==> src/hdl/prefix_cell_pkg.sv <==
// Black and grey prefix cell operators and the span of each tree level
package prefix_cell_pkg;

	// Black cell, group generate half
	function automatic logic black_g(input logic g_hi, input logic p_hi, input logic g_lo);
		return g_hi | (p_hi & g_lo);
	endfunction

	// Black cell, group propagate half
	function automatic logic black_p(input logic p_hi, input logic p_lo);
		return p_hi & p_lo;
	endfunction

	// Grey cell, only the generate is needed once the group reaches bit 0
	function automatic logic grey_g(input logic g_hi, input logic p_hi, input logic g_lo);
		return g_hi | (p_hi & g_lo);
	endfunction

	// Distance to the lower group at tree level k
	// The level after the last tree level is the fix-up level
	function automatic int level_span(input int k);
		return 1 << k;
	endfunction

endpackage

==> src/hdl/adder_cfg_pkg.sv <==
// Adder width, pipeline depth constants and the operand type
package adder_cfg_pkg;

	// Default operand width of the adder
	localparam int ADDER_WIDTH = 16;

	// Register stages around the prefix tree
	localparam int PRE_STAGES = 1;
	localparam int POST_STAGES = 1;

	typedef logic [ADDER_WIDTH-1:0] operand_t;

	// Tree levels of span 1, 2, 4, ... plus the grey fix-up level
	function automatic int prefix_levels(input int width);
		return $clog2(width) + 1;
	endfunction

	// Cycles from in_valid to out_valid
	function automatic int pipe_latency(input int width);
		return PRE_STAGES + prefix_levels(width) + POST_STAGES;
	endfunction

endpackage
==> src/hdl/prefix_adder_pipe.sv <==
// Pipelined prefix adder top level chaining precompute, prefix levels and postcompute
`timescale 1ns/1ns

module prefix_adder_pipe #(
	parameter int WIDTH = adder_cfg_pkg::ADDER_WIDTH
) (
	input  logic             clk,
	input  logic             rst_n,
	input  logic             in_valid,
	input  logic [WIDTH-1:0] a,
	input  logic [WIDTH-1:0] b,
	input  logic             cin,
	output logic             out_valid,
	output logic [WIDTH-1:0] sum,
	output logic             cout
);

	import adder_cfg_pkg::*;

	localparam int NUM_LEVELS = prefix_levels(WIDTH);

	logic           pre_valid;
	logic [WIDTH:0] pre_p;
	logic [WIDTH:0] pre_g;

	logic           lvl_valid [NUM_LEVELS];
	logic [WIDTH:0] lvl_p     [NUM_LEVELS];
	logic [WIDTH:0] lvl_g     [NUM_LEVELS];
	logic [WIDTH:0] lvl_xp    [NUM_LEVELS];

	pg_precompute #(.WIDTH(WIDTH)) u_pre (
		.clk       (clk),
		.rst_n     (rst_n),
		.in_valid  (in_valid),
		.a         (a),
		.b         (b),
		.cin       (cin),
		.pre_valid (pre_valid),
		.pre_p     (pre_p),
		.pre_g     (pre_g)
	);

	for (genvar k = 0; k < NUM_LEVELS; k++) begin : g_level
		if (k == 0) begin : g_first
			// Bitwise propagate doubles as the xp copy at the tree input
			prefix_level #(.WIDTH(WIDTH), .LEVEL(k)) u_level (
				.clk       (clk),
				.rst_n     (rst_n),
				.in_valid  (pre_valid),
				.p_in      (pre_p),
				.g_in      (pre_g),
				.xp_in     (pre_p),
				.out_valid (lvl_valid[k]),
				.p_out     (lvl_p[k]),
				.g_out     (lvl_g[k]),
				.xp_out    (lvl_xp[k])
			);
		end else begin : g_next
			prefix_level #(.WIDTH(WIDTH), .LEVEL(k)) u_level (
				.clk       (clk),
				.rst_n     (rst_n),
				.in_valid  (lvl_valid[k-1]),
				.p_in      (lvl_p[k-1]),
				.g_in      (lvl_g[k-1]),
				.xp_in     (lvl_xp[k-1]),
				.out_valid (lvl_valid[k]),
				.p_out     (lvl_p[k]),
				.g_out     (lvl_g[k]),
				.xp_out    (lvl_xp[k])
			);
		end
	end

	// Last level holds the carries, its group propagates are no longer needed
	sum_postcompute #(.WIDTH(WIDTH)) u_post (
		.clk       (clk),
		.rst_n     (rst_n),
		.in_valid  (lvl_valid[NUM_LEVELS-1]),
		.carry_g   (lvl_g[NUM_LEVELS-1]),
		.xp_in     (lvl_xp[NUM_LEVELS-1]),
		.out_valid (out_valid),
		.sum       (sum),
		.cout      (cout)
	);

endmodule

==> src/hdl/sum_postcompute.sv <==
// Postcompute stage registering sum and carry-out from the prefix carries
`timescale 1ns/1ns

module sum_postcompute #(
	parameter int WIDTH = adder_cfg_pkg::ADDER_WIDTH
) (
	input  logic             clk,
	input  logic             rst_n,
	input  logic             in_valid,
	input  logic [WIDTH:0]   carry_g,
	input  logic [WIDTH:0]   xp_in,
	output logic             out_valid,
	output logic [WIDTH-1:0] sum,
	output logic             cout
);

	import prefix_cell_pkg::*;

	logic [WIDTH-1:0] sum_nxt;
	logic             cout_nxt;

	// carry_g[k] is the group generate from 0 to k, i.e. the carry into position k+1
	assign sum_nxt = xp_in[WIDTH:1] ^ carry_g[WIDTH-1:0];

	// Top position was never touched by the tree, one more grey cell
	assign cout_nxt = grey_g(carry_g[WIDTH], xp_in[WIDTH], carry_g[WIDTH-1]);

	always_ff @(posedge clk or negedge rst_n) begin
		if (!rst_n) begin
			out_valid <= 1'b0;
			sum <= '0;
			cout <= 1'b0;
		end else begin
			out_valid <= in_valid;
			sum <= sum_nxt;
			cout <= cout_nxt;
		end
	end

endmodule

==> src/hdl/prefix_level.sv <==
// One registered level of the sparse prefix tree, or the final grey fix-up level
`timescale 1ns/1ns

module prefix_level #(
	parameter int WIDTH = adder_cfg_pkg::ADDER_WIDTH,
	parameter int LEVEL = 0
) (
	input  logic           clk,
	input  logic           rst_n,
	input  logic           in_valid,
	input  logic [WIDTH:0] p_in,
	input  logic [WIDTH:0] g_in,
	input  logic [WIDTH:0] xp_in,
	output logic           out_valid,
	output logic [WIDTH:0] p_out,
	output logic [WIDTH:0] g_out,
	output logic [WIDTH:0] xp_out
);

	import prefix_cell_pkg::*;

	localparam int SPAN = level_span(LEVEL);
	// Tree levels run 0 .. log2(WIDTH)-1, the next one fills the even positions
	localparam bit FIXUP = (LEVEL == $clog2(WIDTH));

	logic [WIDTH:0] p_nxt;
	logic [WIDTH:0] g_nxt;

	// Tree covers positions 0 .. WIDTH-1, the top position is left for cout
	for (genvar i = 0; i <= WIDTH; i++) begin : g_pos
		if (FIXUP && (i >= 2) && (i < WIDTH) && (i % 2 == 0)) begin : g_fix
			// Own bit joined with the complete group just below
			assign g_nxt[i] = grey_g(g_in[i], p_in[i], g_in[i-1]);
			assign p_nxt[i] = p_in[i];
		end else if (!FIXUP && (i < WIDTH) && (i % 2 == 1) && (i >= SPAN) &&
				(i < 2 * SPAN)) begin : g_grey
			// Lower group already reaches bit 0
			assign g_nxt[i] = grey_g(g_in[i], p_in[i], g_in[i-SPAN]);
			assign p_nxt[i] = p_in[i];
		end else if (!FIXUP && (i < WIDTH) && (i % 2 == 1) &&
				(i >= 2 * SPAN)) begin : g_black
			assign g_nxt[i] = black_g(g_in[i], p_in[i], g_in[i-SPAN]);
			assign p_nxt[i] = black_p(p_in[i], p_in[i-SPAN]);
		end else begin : g_pass
			assign g_nxt[i] = g_in[i];
			assign p_nxt[i] = p_in[i];
		end
	end

	always_ff @(posedge clk or negedge rst_n) begin
		if (!rst_n) begin
			out_valid <= 1'b0;
			p_out <= '0;
			g_out <= '0;
			xp_out <= '0;
		end else begin
			out_valid <= in_valid;
			p_out <= p_nxt;
			g_out <= g_nxt;
			// Bitwise propagate, kept for the sum
			xp_out <= xp_in;
		end
	end

endmodule

==> src/hdl/pg_precompute.sv <==
// Precompute stage registering propagate and generate vectors with the valid strobe
`timescale 1ns/1ns

module pg_precompute #(
	parameter int WIDTH = adder_cfg_pkg::ADDER_WIDTH
) (
	input  logic             clk,
	input  logic             rst_n,
	input  logic             in_valid,
	input  logic [WIDTH-1:0] a,
	input  logic [WIDTH-1:0] b,
	input  logic             cin,
	output logic             pre_valid,
	output logic [WIDTH:0]   pre_p,
	output logic [WIDTH:0]   pre_g
);

	logic [WIDTH:0] p_nxt;
	logic [WIDTH:0] g_nxt;

	// Position 0 stands for the carry-in: it generates cin and never propagates
	assign p_nxt = {a ^ b, 1'b0};
	assign g_nxt = {a & b, cin};

	always_ff @(posedge clk or negedge rst_n) begin
		if (!rst_n) begin
			pre_valid <= 1'b0;
			pre_p <= '0;
			pre_g <= '0;
		end else begin
			pre_valid <= in_valid;
			pre_p <= p_nxt;
			pre_g <= g_nxt;
		end
	end

endmodule

==> config.mk <==
export PLATFORM = sky130hd
export DESIGN_NAME = prefix_adder_pipe
export DESIGN_NICKNAME = d
export VERILOG_FILES = /design/src/hdl/prefix_cell_pkg.sv /design/src/hdl/adder_cfg_pkg.sv /design/src/hdl/prefix_adder_pipe.sv /design/src/hdl/sum_postcompute.sv /design/src/hdl/prefix_level.sv /design/src/hdl/pg_precompute.sv
export SDC_FILE = /design/constraint.sdc
export NUM_CORES = 1
export LEC_CHECK = 0
export ABC_AREA = 1
export ABC_CLOCK_PERIOD_IN_PS = 800
export BUFFER_PORTS_ARGS = -buffer_cell sky130_fd_sc_hd__clkbuf_2
export CORE_MARGIN = 4
export CORE_UTILIZATION = 54
export DETAILED_ROUTE_END_ITERATION = 16
export PLACE_DENSITY = 0.84
export SETUP_SLACK_MARGIN = 0.3
export SYNTH_ARGS = -nofsm -noshare
export SYNTH_HDL_FRONTEND = slang
export SYNTH_HIERARCHICAL = 1
export SYNTH_SLANG_ARGS = --single-unit
==> constraint.sdc <==
create_clock -name clk -period 0.8 [get_ports clk]
set_input_delay 0.04 -clock clk [delete_from_list [all_inputs] [get_ports clk]]
set_output_delay 0.04 -clock clk [all_outputs]
set_load 0.05 [all_outputs]
==> results_dict.tcl, run 1 <==
set metrics [dict create \
    die-area_um2 16200 \
    num_io_pins 54 \
    crit_path_top_delay_cell "dfrtp_2" \
    max_slew.worst_pin.slew_ps 274 \
    biggest_cell_delay_along_the_critical_path_ps 410 \
    drv.max_cap_violation_count 0 \
    synth_nets 543 \
    use_met1_pct 22.5 \
    report.final.hold_viol_count 284 \
    required_ps 760 \
    grt_antenna_before_repair 0 \
    drt_pre_antenna_iters 4 \
    root_buffer "clkbuf_16" \
    tritoncts_num_sinks 267 \
    area_growth_synth_to_finish_pct 25.0 \
    initial_core_util_pct 55.3 \
    path_cells "buf_8" \
    status "complete, but fails checks" \
    inserted_clock_buffers 24 \
    grt_overflow 0 \
    grt.met2_usage_pct 27.7 \
    dp_hpwl_um 7090 \
    p_per_area_nw_per_um2 2980 \
    globalRoute.busiestLayer "met2" \
    cts-hold-fix-buffers 18 \
    max-clock-path-buffers 3 \
    critical_path_arrival_ps 1060 \
    grtUsageTotal_pct 16.7 \
    skew_ps 12.2 \
    grt_max_degree 47 \
    synth.cell_area_um2 7670 \
    avgRoutedWirePerCell_um 15.2 \
    detailroute.via_count 3605 \
    worst_slew_margin_rel_pct 81.7 \
    failing_checks "negative hold slack, negative setup slack" \
    worstSetupStartpointType "flip-flop" \
    worst_slack_on_hold_paths_ps -603 \
    mostFrequentLayoutCells "dfrtp_1, nand2_1, inv_1" \
    clk-insertion-delay-late_ps 500 \
    slew_violations 0 \
    dieHeight_um 127 \
    detail_route.wirelength_um 12200 \
    port_buffer_cells 53 \
    gp_congestion 0.722 \
    setup_repair_after_global_routing_missed_its_margin "yes" \
    core-area_um2 13900 \
    timing.fmax_ghz 0.909 \
    max-vdd-ir-drop_mv 2.17 \
    layout_worst_path_cycle_share_pct 138 \
    worst_setup_path_end_kind "output port" \
    use_met3_pct 2.84 \
    layout.cells.most_common "dfrtp_1" \
    critical_path_buf_inv_count 1 \
    grt_pass1_wl_um 21200 \
    drt_first_iter_violations 226 \
    via_per_inst 4.50 \
    floorplan.die.width_um 127 \
    total_leakage_power_nw 4.98 \
    antenna_left 0 \
    setup_slack_ps -300 \
    timing.final.crit_period_ps 1100 \
    tritoncts "done" \
    post_dp_cell_area_um2 8330 \
    syn_inst_count 490 \
    rows 43 \
    holdCritPathClass "input port to asynchronous set/reset pin" \
    crit_type "flip-flop to output port" \
    syn_avg_cell_area_um2 15.7 \
    num-nets-final 657 \
    h-tree-depth 1 \
    final_layout_size_suffix_gt1_share_pct 22.5 \
    critical-path-top-delay-family "flip-flops" \
    final-setup-viol-count 19 \
    ys.warnings.count 6 \
    antenna_cells 0 \
    clkTransAtPathRegs_ps 60 \
    stdcell_area_um2 9590 \
    drcViolationCount 0 \
    first_global_vias 4176 \
    worstPathMaxFanout 1 \
]
[area by class of cell]
type,instances,area [um^2]
multi-input combinational,144,719
timing repair buffer,88,866
clock buffer,36,717
inverter,79,297
tap,180,225
clock inverter,7,60.1
fill,832,4290
sequential,267,6700
[stage by stage]
step           setup TNS (ps)  setup WS (ps)  util [%]  power, mW  instances
4_1_cts                 -5830           -335      68.6       28.8        798
6_report                -5210           -300      69.1       28.6        801
3_3_place_gp            -30.8          -30.8      60.0       17.0        731
2_1_floorplan           -16.7          -16.7         -       16.3        490
5_1_grt                 -5930           -337      69.1       29.9        801
3_5_place_dp            -35.2          -35.2      60.0       17.2        731
[power by group]
part / switching [mW] / total [mW] / leakage [nW] / internal, mW
Clock: 4.56 / 11.1 / 0.389 / 6.50
Sequential: 0.640 / 15.4 / 3.21 / 14.8
Combinational: 1.23 / 2.11 / 1.38 / 0.880
Total: 6.44 / 28.6 / 4.98 / 22.2
[state kept, by name, indices dropped and copies added, names as in the netlist]
register	flops
g_level.g_next.u_level/out_valid	4
u_post/cout	1
g_level.g_next.u_level/xp_out	64
g_level.g_first.u_level/xp_out	16
g_level.g_next.u_level/p_out	31
u_pre/pre_p	16
g_level.g_first.u_level/g_out	17
u_pre/pre_valid	1
u_post/out_valid	1
g_level.g_next.u_level/g_out	68
u_pre/pre_g	17
u_post/sum	16
g_level.g_first.u_level/p_out	14
g_level.g_first.u_level/out_valid	1
[metal layers]
layer	routed length [um]	part of all wire, %
met1	5110	42
met2	6210	51
met4	363	3.0
met5	0	0
met3	501	4.1
[what timing repair did]
item	CTS	global route
setup endpoints to repair	130	149
setup buffers	6	4
pin swaps	36	25
endpoints found under the hold margin	301	284
gates resized for setup	45	32
[worst paths after layout]
kind | startpoint | slack, ps | depth (start not counted) | to
worst max-delay path | u_post/sum[0]$_DFF_PN0_ | -300 | 1 | sum[0]
worst max register to register | g_level[4].g_next.u_level/g_out[15]$_DFF_PN0_ | -60 | 2 | u_post/cout$_DFF_PN0_
worst min-delay path | rst_n | -600 | 1 | u_pre/pre_p[1]$_DFF_PN0_
min in group clk | b[10] | -240 | 2 | u_pre/pre_p[11]$_DFF_PN0_
worst min register to register | g_level[1].g_next.u_level/g_out[10]$_DFF_PN0_ | 340 | 0 | g_level[2].g_next.u_level/g_out[10]$_DFF_PN0_
max in group asynchronous | rst_n | 870 | 2 | g_level[0].g_first.u_level/out_valid$_DFF_PN0_
Power figures use the tool's default switching activity.
==> run 2: changes to the inputs <==
Settings changed: CORE_UTILIZATION 54 to 52, PLACE_DENSITY 0.84 to 0.82, SYNTH_HIERARCHICAL 1 to default.
==> run 2 against run 1 <==
Effect of this change: the flow still finishes with violations (negative hold slack, negative setup slack); worst setup slack better by 9.7 ps; wire length is 13% lower; clock skew is 3.9 ps lower; critical path depth stayed put; count of clock-buffer cells in the layout is 7 lower; critical endpoint is now sum[4]; largest cell class unchanged.
==> results_dict.tcl, run 2 <==
set metrics [dict create \
    status "complete, but fails checks" \
    failing_checks "negative hold slack, negative setup slack" \
    via_per_inst 4.42 \
    critical-path-top-delay-family "flip-flops" \
    inserted_clock_buffers 22 \
    die-area_um2 15300 \
    critPathCapture "sum[4]" \
    layout.cells.most_common "dfrtp_1" \
    report.final.hold_viol_count 260 \
    largestRegisters "g_level.g_next.u_level.g_out: 68 flops, g_level.g_next.u_level.xp_out: 64 flops" \
    antenna_cells 0 \
    critical_path_arrival_ps 1050 \
    initial_core_util_pct 52.8 \
    registers.top_by_ff_count "g_level.g_next.u_level.g_out" \
    h-tree-depth 1 \
    flip_flop_count_of_the_largest_register_after_layout 68 \
    post_synth_xor_area_fraction_pct 0 \
    detail_route.wirelength_um 10600 \
    timing.final.crit_period_ps 1090 \
    biggest_cell_delay_along_the_critical_path_ps 410 \
    grt_pass1_wl_um 18000 \
    synth_seq_area_share_pct 85.8 \
    worst_slack_on_hold_paths_ps -597 \
    worst_slew_margin_rel_pct 82.0 \
    utilization_pct 66.5 \
    ys.flop_type "dfrtp_1" \
    crit_path_top_delay_cell "dfrtp_2" \
    drt_first_iter_violations 195 \
    netlist.top_cell.by_area "dfrtp_1" \
    muxShareOfSynthArea_pct 0 \
    path_cells "buf_8" \
    rows 42 \
    most_common_cell_in_the_netlist "dfrtp_1" \
    synth_common_cells "dfrtp_1, nand2_1, inv_1" \
    tns_ps -5150 \
    tritoncts_num_sinks 239 \
    gp_congestion 0.773 \
    synth_compound_area_share_pct 0 \
    detailroute.via_count 3358 \
    floorplan.die.width_um 124 \
    final-setup-viol-count 19 \
    worst_r2r_startpoint "g_level[4].g_next.u_level.g_out[15]$_DFF_PN0_" \
    multi_input_area_um2 707 \
    mostFrequentLayoutCells "dfrtp_1, nand2_1, inv_1" \
    synth.ff_latch_count 239 \
    grt_overflow 0 \
    total_leakage_power_nw 4.61 \
    crit_type "flip-flop to output port" \
    grtUsageTotal_pct 15.1 \
    dp_hpwl_um 5940 \
    area_fraction_in_and_or_nand_and_nor_cells_after_synthesis_pct 6.88 \
    required_ps 760 \
    slew_violations 0 \
    setup_slack_ps -291 \
    setup_repair_after_global_routing_missed_its_margin "yes" \
    p_per_area_nw_per_um2 3000 \
    num-nets-final 621 \
    port_buffer_cells 53 \
    skew_ps 8.29 \
    holdCritPathClass "input port to asynchronous set/reset pin" \
    stdcell_area_um2 8770 \
    critical_path_buf_inv_count 1 \
    syn_inst_count 462 \
    synth.cell_area_um2 6970 \
    root_buffer "clkbuf_16" \
    first_global_vias 3707 \
    worst_setup_path_end_kind "output port" \
    drcViolationCount 0 \
    clk-insertion-delay-late_ps 490 \
    yosys.cell_types.count 5 \
    grt_antenna_before_repair 0 \
    clkTransAtPathRegs_ps 70 \
    seq_area_um2 6000 \
    fill_cell_count 829 \
    max_slew.worst_pin.slew_ps 270 \
    yosys.area.top_type_share_pct 85.8 \
    reg2regPathDepth 2 \
    drt_pre_antenna_iters 4 \
    num_io_pins 54 \
    drv.max_cap_violation_count 0 \
    synth_nets 515 \
    timing.fmax_ghz 0.917 \
    synth_top_family_by_area "simple AND/OR/NAND/NOR gates" \
    timing.rr.end "u_post.cout$_DFF_PN0_" \
    area_growth_synth_to_finish_pct 25.9 \
    worstSetupPathDepth 1 \
    post_dp_cell_area_um2 7620 \
    tritoncts "done" \
    final_layout_size_suffix_gt1_share_pct 21.9 \
    yosys.area_share.adder_pct 3.05 \
    async_s_r_ff_share_synth_pct 100 \
    core-area_um2 13200 \
    avgRoutedWirePerCell_um 14.0 \
    syn_avg_cell_area_um2 15.1 \
    reg2reg_setup_slack_ps -80 \
    worstPathMaxFanout 1 \
    synthTopCellsByArea "dfrtp_1, nand2_1, inv_1" \
    max-vdd-ir-drop_mv 1.99 \
    ys.warnings.count 0 \
    antenna_left 0 \
    max-clock-path-buffers 3 \
    worst_setup_path_startpoint "u_post.sum[4]$_DFF_PN0_" \
    grt_max_degree 42 \
    worstSetupStartpointType "flip-flop" \
    dieHeight_um 124 \
    synth_enable_flop_cells 0 \
    layout_worst_path_cycle_share_pct 136 \
]
-- run 2: stage by stage --
step,power [mW],cells,setup WS [ps]
after CTS,26.5,759,-328
final,26.3,760,-291
after floorplan,14.7,462,-16.7
after detailed placement,15.5,700,-27.0
after global placement,15.3,700,-33.0
after global routing,27.4,760,-333
-- run 2: area by class of cell --
type	count	share of cell area [%]
repair buffers	82	9.06
multi-input cells	144	8.06
clock inverters	11	1.31
inverters	79	3.38
well taps	176	2.51
clock buffers	29	7.27
flip-flops and latches	239	68.4
-- run 2: repair_timing --
item	4_1_cts	5_1_grt
hold buffers	17	1
gates cloned	0	0
buffers inserted	2	5
setup endpoints to repair	116	140
endpoints found under the hold margin	273	261
gates resized for setup	37	28
pin swaps	35	22
-- run 2: routing by layer --
metal  vias to the layer above  track usage, %  wire (um)
met5                         -               0          0
met4                         0            5.33        250
met3                        25            2.82        460
met2                        70            25.9       5590
met1                      1702            19.6       4310
li1                       1561               -          -
-- run 2: logic make-up (layout without fill, tap and decap cells) --
group / after synthesis / in the layout
DFF: 239 / 239
and+or+nand+nor: 127 / 127
buffers and inverters: 79 / 201
adders and majority gates: 17 / 17
-- run 2: worst min path at each step --
| stage | from | end | slack, ps |
|---|---|---|---|
| floorplan | rst_n | g_level[0].g_first.u_level.g_out[0]$_DFF_PN0_ | -260 |
| global placement | rst_n | u_post.sum[13]$_DFF_PN0_ | -80 |
| detailed placement | rst_n | u_post.sum[13]$_DFF_PN0_ | -80 |
| CTS | rst_n | g_level[4].g_next.u_level.g_out[10]$_DFF_PN0_ | -600 |
| global route | rst_n | u_post.sum[13]$_DFF_PN0_ | -590 |
| finish | rst_n | u_post.sum[13]$_DFF_PN0_ | -600 |
-- run 2: power by group --
group | switching, mW | leakage, nW | internal [mW]
Clock | 4.22 | 0.375 | 6.30
Combinational | 1.17 | 1.35 | 0.835
Sequential | 0.571 | 2.89 | 13.2
==> run 3: changes to the inputs <==
Settings changed: SETUP_SLACK_MARGIN 0.3 to default.
==> run 3 against run 2 <==
Effect of this change: the run ends with negative setup slack left; worst hold slack improved by 620 ps; first-iteration DRC count increased by 11%; wire length increased by 8.1%; die area unchanged; cell area increased by 0.19%; fmax increased by 2.5%; critical path type unchanged; critical endpoint is now sum[15].
==> results_dict.tcl, run 3 (synthesized netlist as in run 2, its figures left out) <==
set metrics [dict create \
    status "complete, but fails checks" \
    failing_checks "negative setup slack" \
    critical-path-top-delay-family "flip-flops" \
    biggest_cell_delay_along_the_critical_path_ps 390 \
    drt_first_iter_violations 216 \
    clkTransAtPathRegs_ps 60 \
    grtUsageTotal_pct 16.5 \
    reg2regPathDepth 2 \
    largestRegisters "g_level.g_next.u_level.g_out: 68 flops, g_level.g_next.u_level.xp_out: 64 flops" \
    worst_setup_path_end_kind "output port" \
    crit_type "flip-flop to output port" \
    floorplan.die.width_um 124 \
    antenna_cells 0 \
    rows 42 \
    num-nets-final 636 \
    required_ps 760 \
    timing.fmax_ghz 0.939 \
    total_leakage_power_nw 4.61 \
    registers.top_by_ff_count "g_level.g_next.u_level.g_out" \
    tns_ps -4580 \
    dieHeight_um 124 \
    flip_flop_count_of_the_largest_register_after_layout 68 \
    grt_max_degree 40 \
    first_global_vias 3959 \
    num_io_pins 54 \
    avgRoutedWirePerCell_um 14.9 \
    max_slew.worst_pin.slew_ps 318 \
    seq_area_um2 5980 \
    slew_violations 0 \
    post-place-ws_ps -35.3 \
    final_layout_size_suffix_gt1_share_pct 15.5 \
    timing.final.crit_period_ps 1060 \
    setup_slack_ps -265 \
    tritoncts_num_sinks 239 \
    max-vdd-ir-drop_mv 2.02 \
    path_cells "buf_8" \
    area_growth_synth_to_finish_pct 26.1 \
    core-area_um2 13200 \
    port_buffer_cells 53 \
    via_per_inst 4.44 \
    p_per_area_nw_per_um2 2890 \
    worstPathMaxFanout 1 \
    fill_cell_count 815 \
    initial_core_util_pct 52.8 \
    clk-insertion-delay-late_ps 480 \
    mostFrequentLayoutCells "dfrtp_1, nand2_1, inv_1" \
    reg2reg_setup_slack_ps -40 \
    detail_route.wirelength_um 11500 \
    worst_slew_margin_rel_pct 78.8 \
    worstSetupStartpointType "flip-flop" \
    layout_worst_path_cycle_share_pct 133 \
    die-area_um2 15300 \
    grt_pass1_wl_um 19500 \
    gp_congestion 0.699 \
    tritoncts "done" \
    holdCritPathClass "input port to asynchronous set/reset pin" \
    post_cts.repair.setup_buffers 0 \
    layout.cells.most_common "dfrtp_1" \
    report.final.hold_viol_count 0 \
    inserted_clock_buffers 22 \
    grt_overflow 0 \
    drt_pre_antenna_iters 4 \
    crit_path_top_delay_cell "dfrtp_1" \
    worst_slack_on_hold_paths_ps 26.6 \
    drv.max_cap_violation_count 0 \
    worstSetupPathDepth 1 \
    critical_path_buf_inv_count 1 \
    h-tree-depth 1 \
    multi_input_area_um2 694 \
    skew_ps 9.81 \
    detailroute.via_count 3426 \
    antenna_left 0 \
    setup_repair_after_global_routing_missed_its_margin "yes" \
    drcViolationCount 0 \
    max-clock-path-buffers 3 \
    dp_hpwl_um 6170 \
    root_buffer "clkbuf_16" \
    grt_antenna_before_repair 0 \
    critical_path_arrival_ps 1020 \
    final-setup-viol-count 19 \
]
[run 3: routing by layer]
layer  wire, um  GRT usage, %  part of all wire (%)
met4        228          4.98                   2.0
met5          0             0                     0
met3        445          2.82                   3.9
met1       4520          20.3                    39
met2       6280          29.8                    55
[run 3: path summary, 6_finish.rpt]
path	start	end
max	u_post.sum[15]$_DFF_PN0_	sum[15]
min	rst_n	u_post.sum[14]$_DFF_PN0_
max reg2reg	g_level[4].g_next.u_level.xp_out[16]$_DFF_PN0_	u_post.cout$_DFF_PN0_
min reg2reg	g_level[3].g_next.u_level.g_out[16]$_DFF_PN0_	g_level[4].g_next.u_level.g_out[16]$_DFF_PN0_
max in group asynchronous	rst_n	u_post.sum[3]$_DFF_PN0_
min in group clk	in_valid	u_pre.pre_valid$_DFF_PN0_
[run 3: stage by stage]
step	instance area, um^2	util, %	power [mW]	instances
2_1_floorplan	6970	-	14.6	462
3_3_place_gp	7600	57.6	15.3	700
3_5_place_dp	7600	57.6	15.5	700
4_1_cts	8770	66.5	25.5	771
5_1_grt	8790	66.6	26.5	771
6_report	8790	66.6	25.4	771
[run 3: area by class of cell]
cell class	instances	share of cell area (%)
Tap cell	176	2.51
Multi-Input combinational cell	144	7.90
Clock buffer	33	7.32
Inverter	79	3.37
Clock inverter	3	0.214
Sequential cell	239	68.0
Timing Repair Buffer	97	10.6
[run 3: power by group]
| part | switching [mW] | internal [mW] | total, mW |
|---|---|---|---|
| clock network | 4.04 | 5.53 | 9.57 |
| logic | 1.18 | 0.835 | 2.01 |
| registers | 0.578 | 13.2 | 13.8 |
| total | 5.80 | 19.6 | 25.4 |
[run 3: worst register-to-register path, stage by stage (launching register included)]
cell and delay [ps]:
dfrtp_1 360, ha_2 170, or2_1 190
[run 3: repair_timing]
item | in CTS | in global routing
pin swaps | 1 | 0
endpoints found under the hold margin | 273 | 0
gates resized for setup | 36 | 18
hold buffers | 35 | 0
setup endpoints to repair | 19 | 19
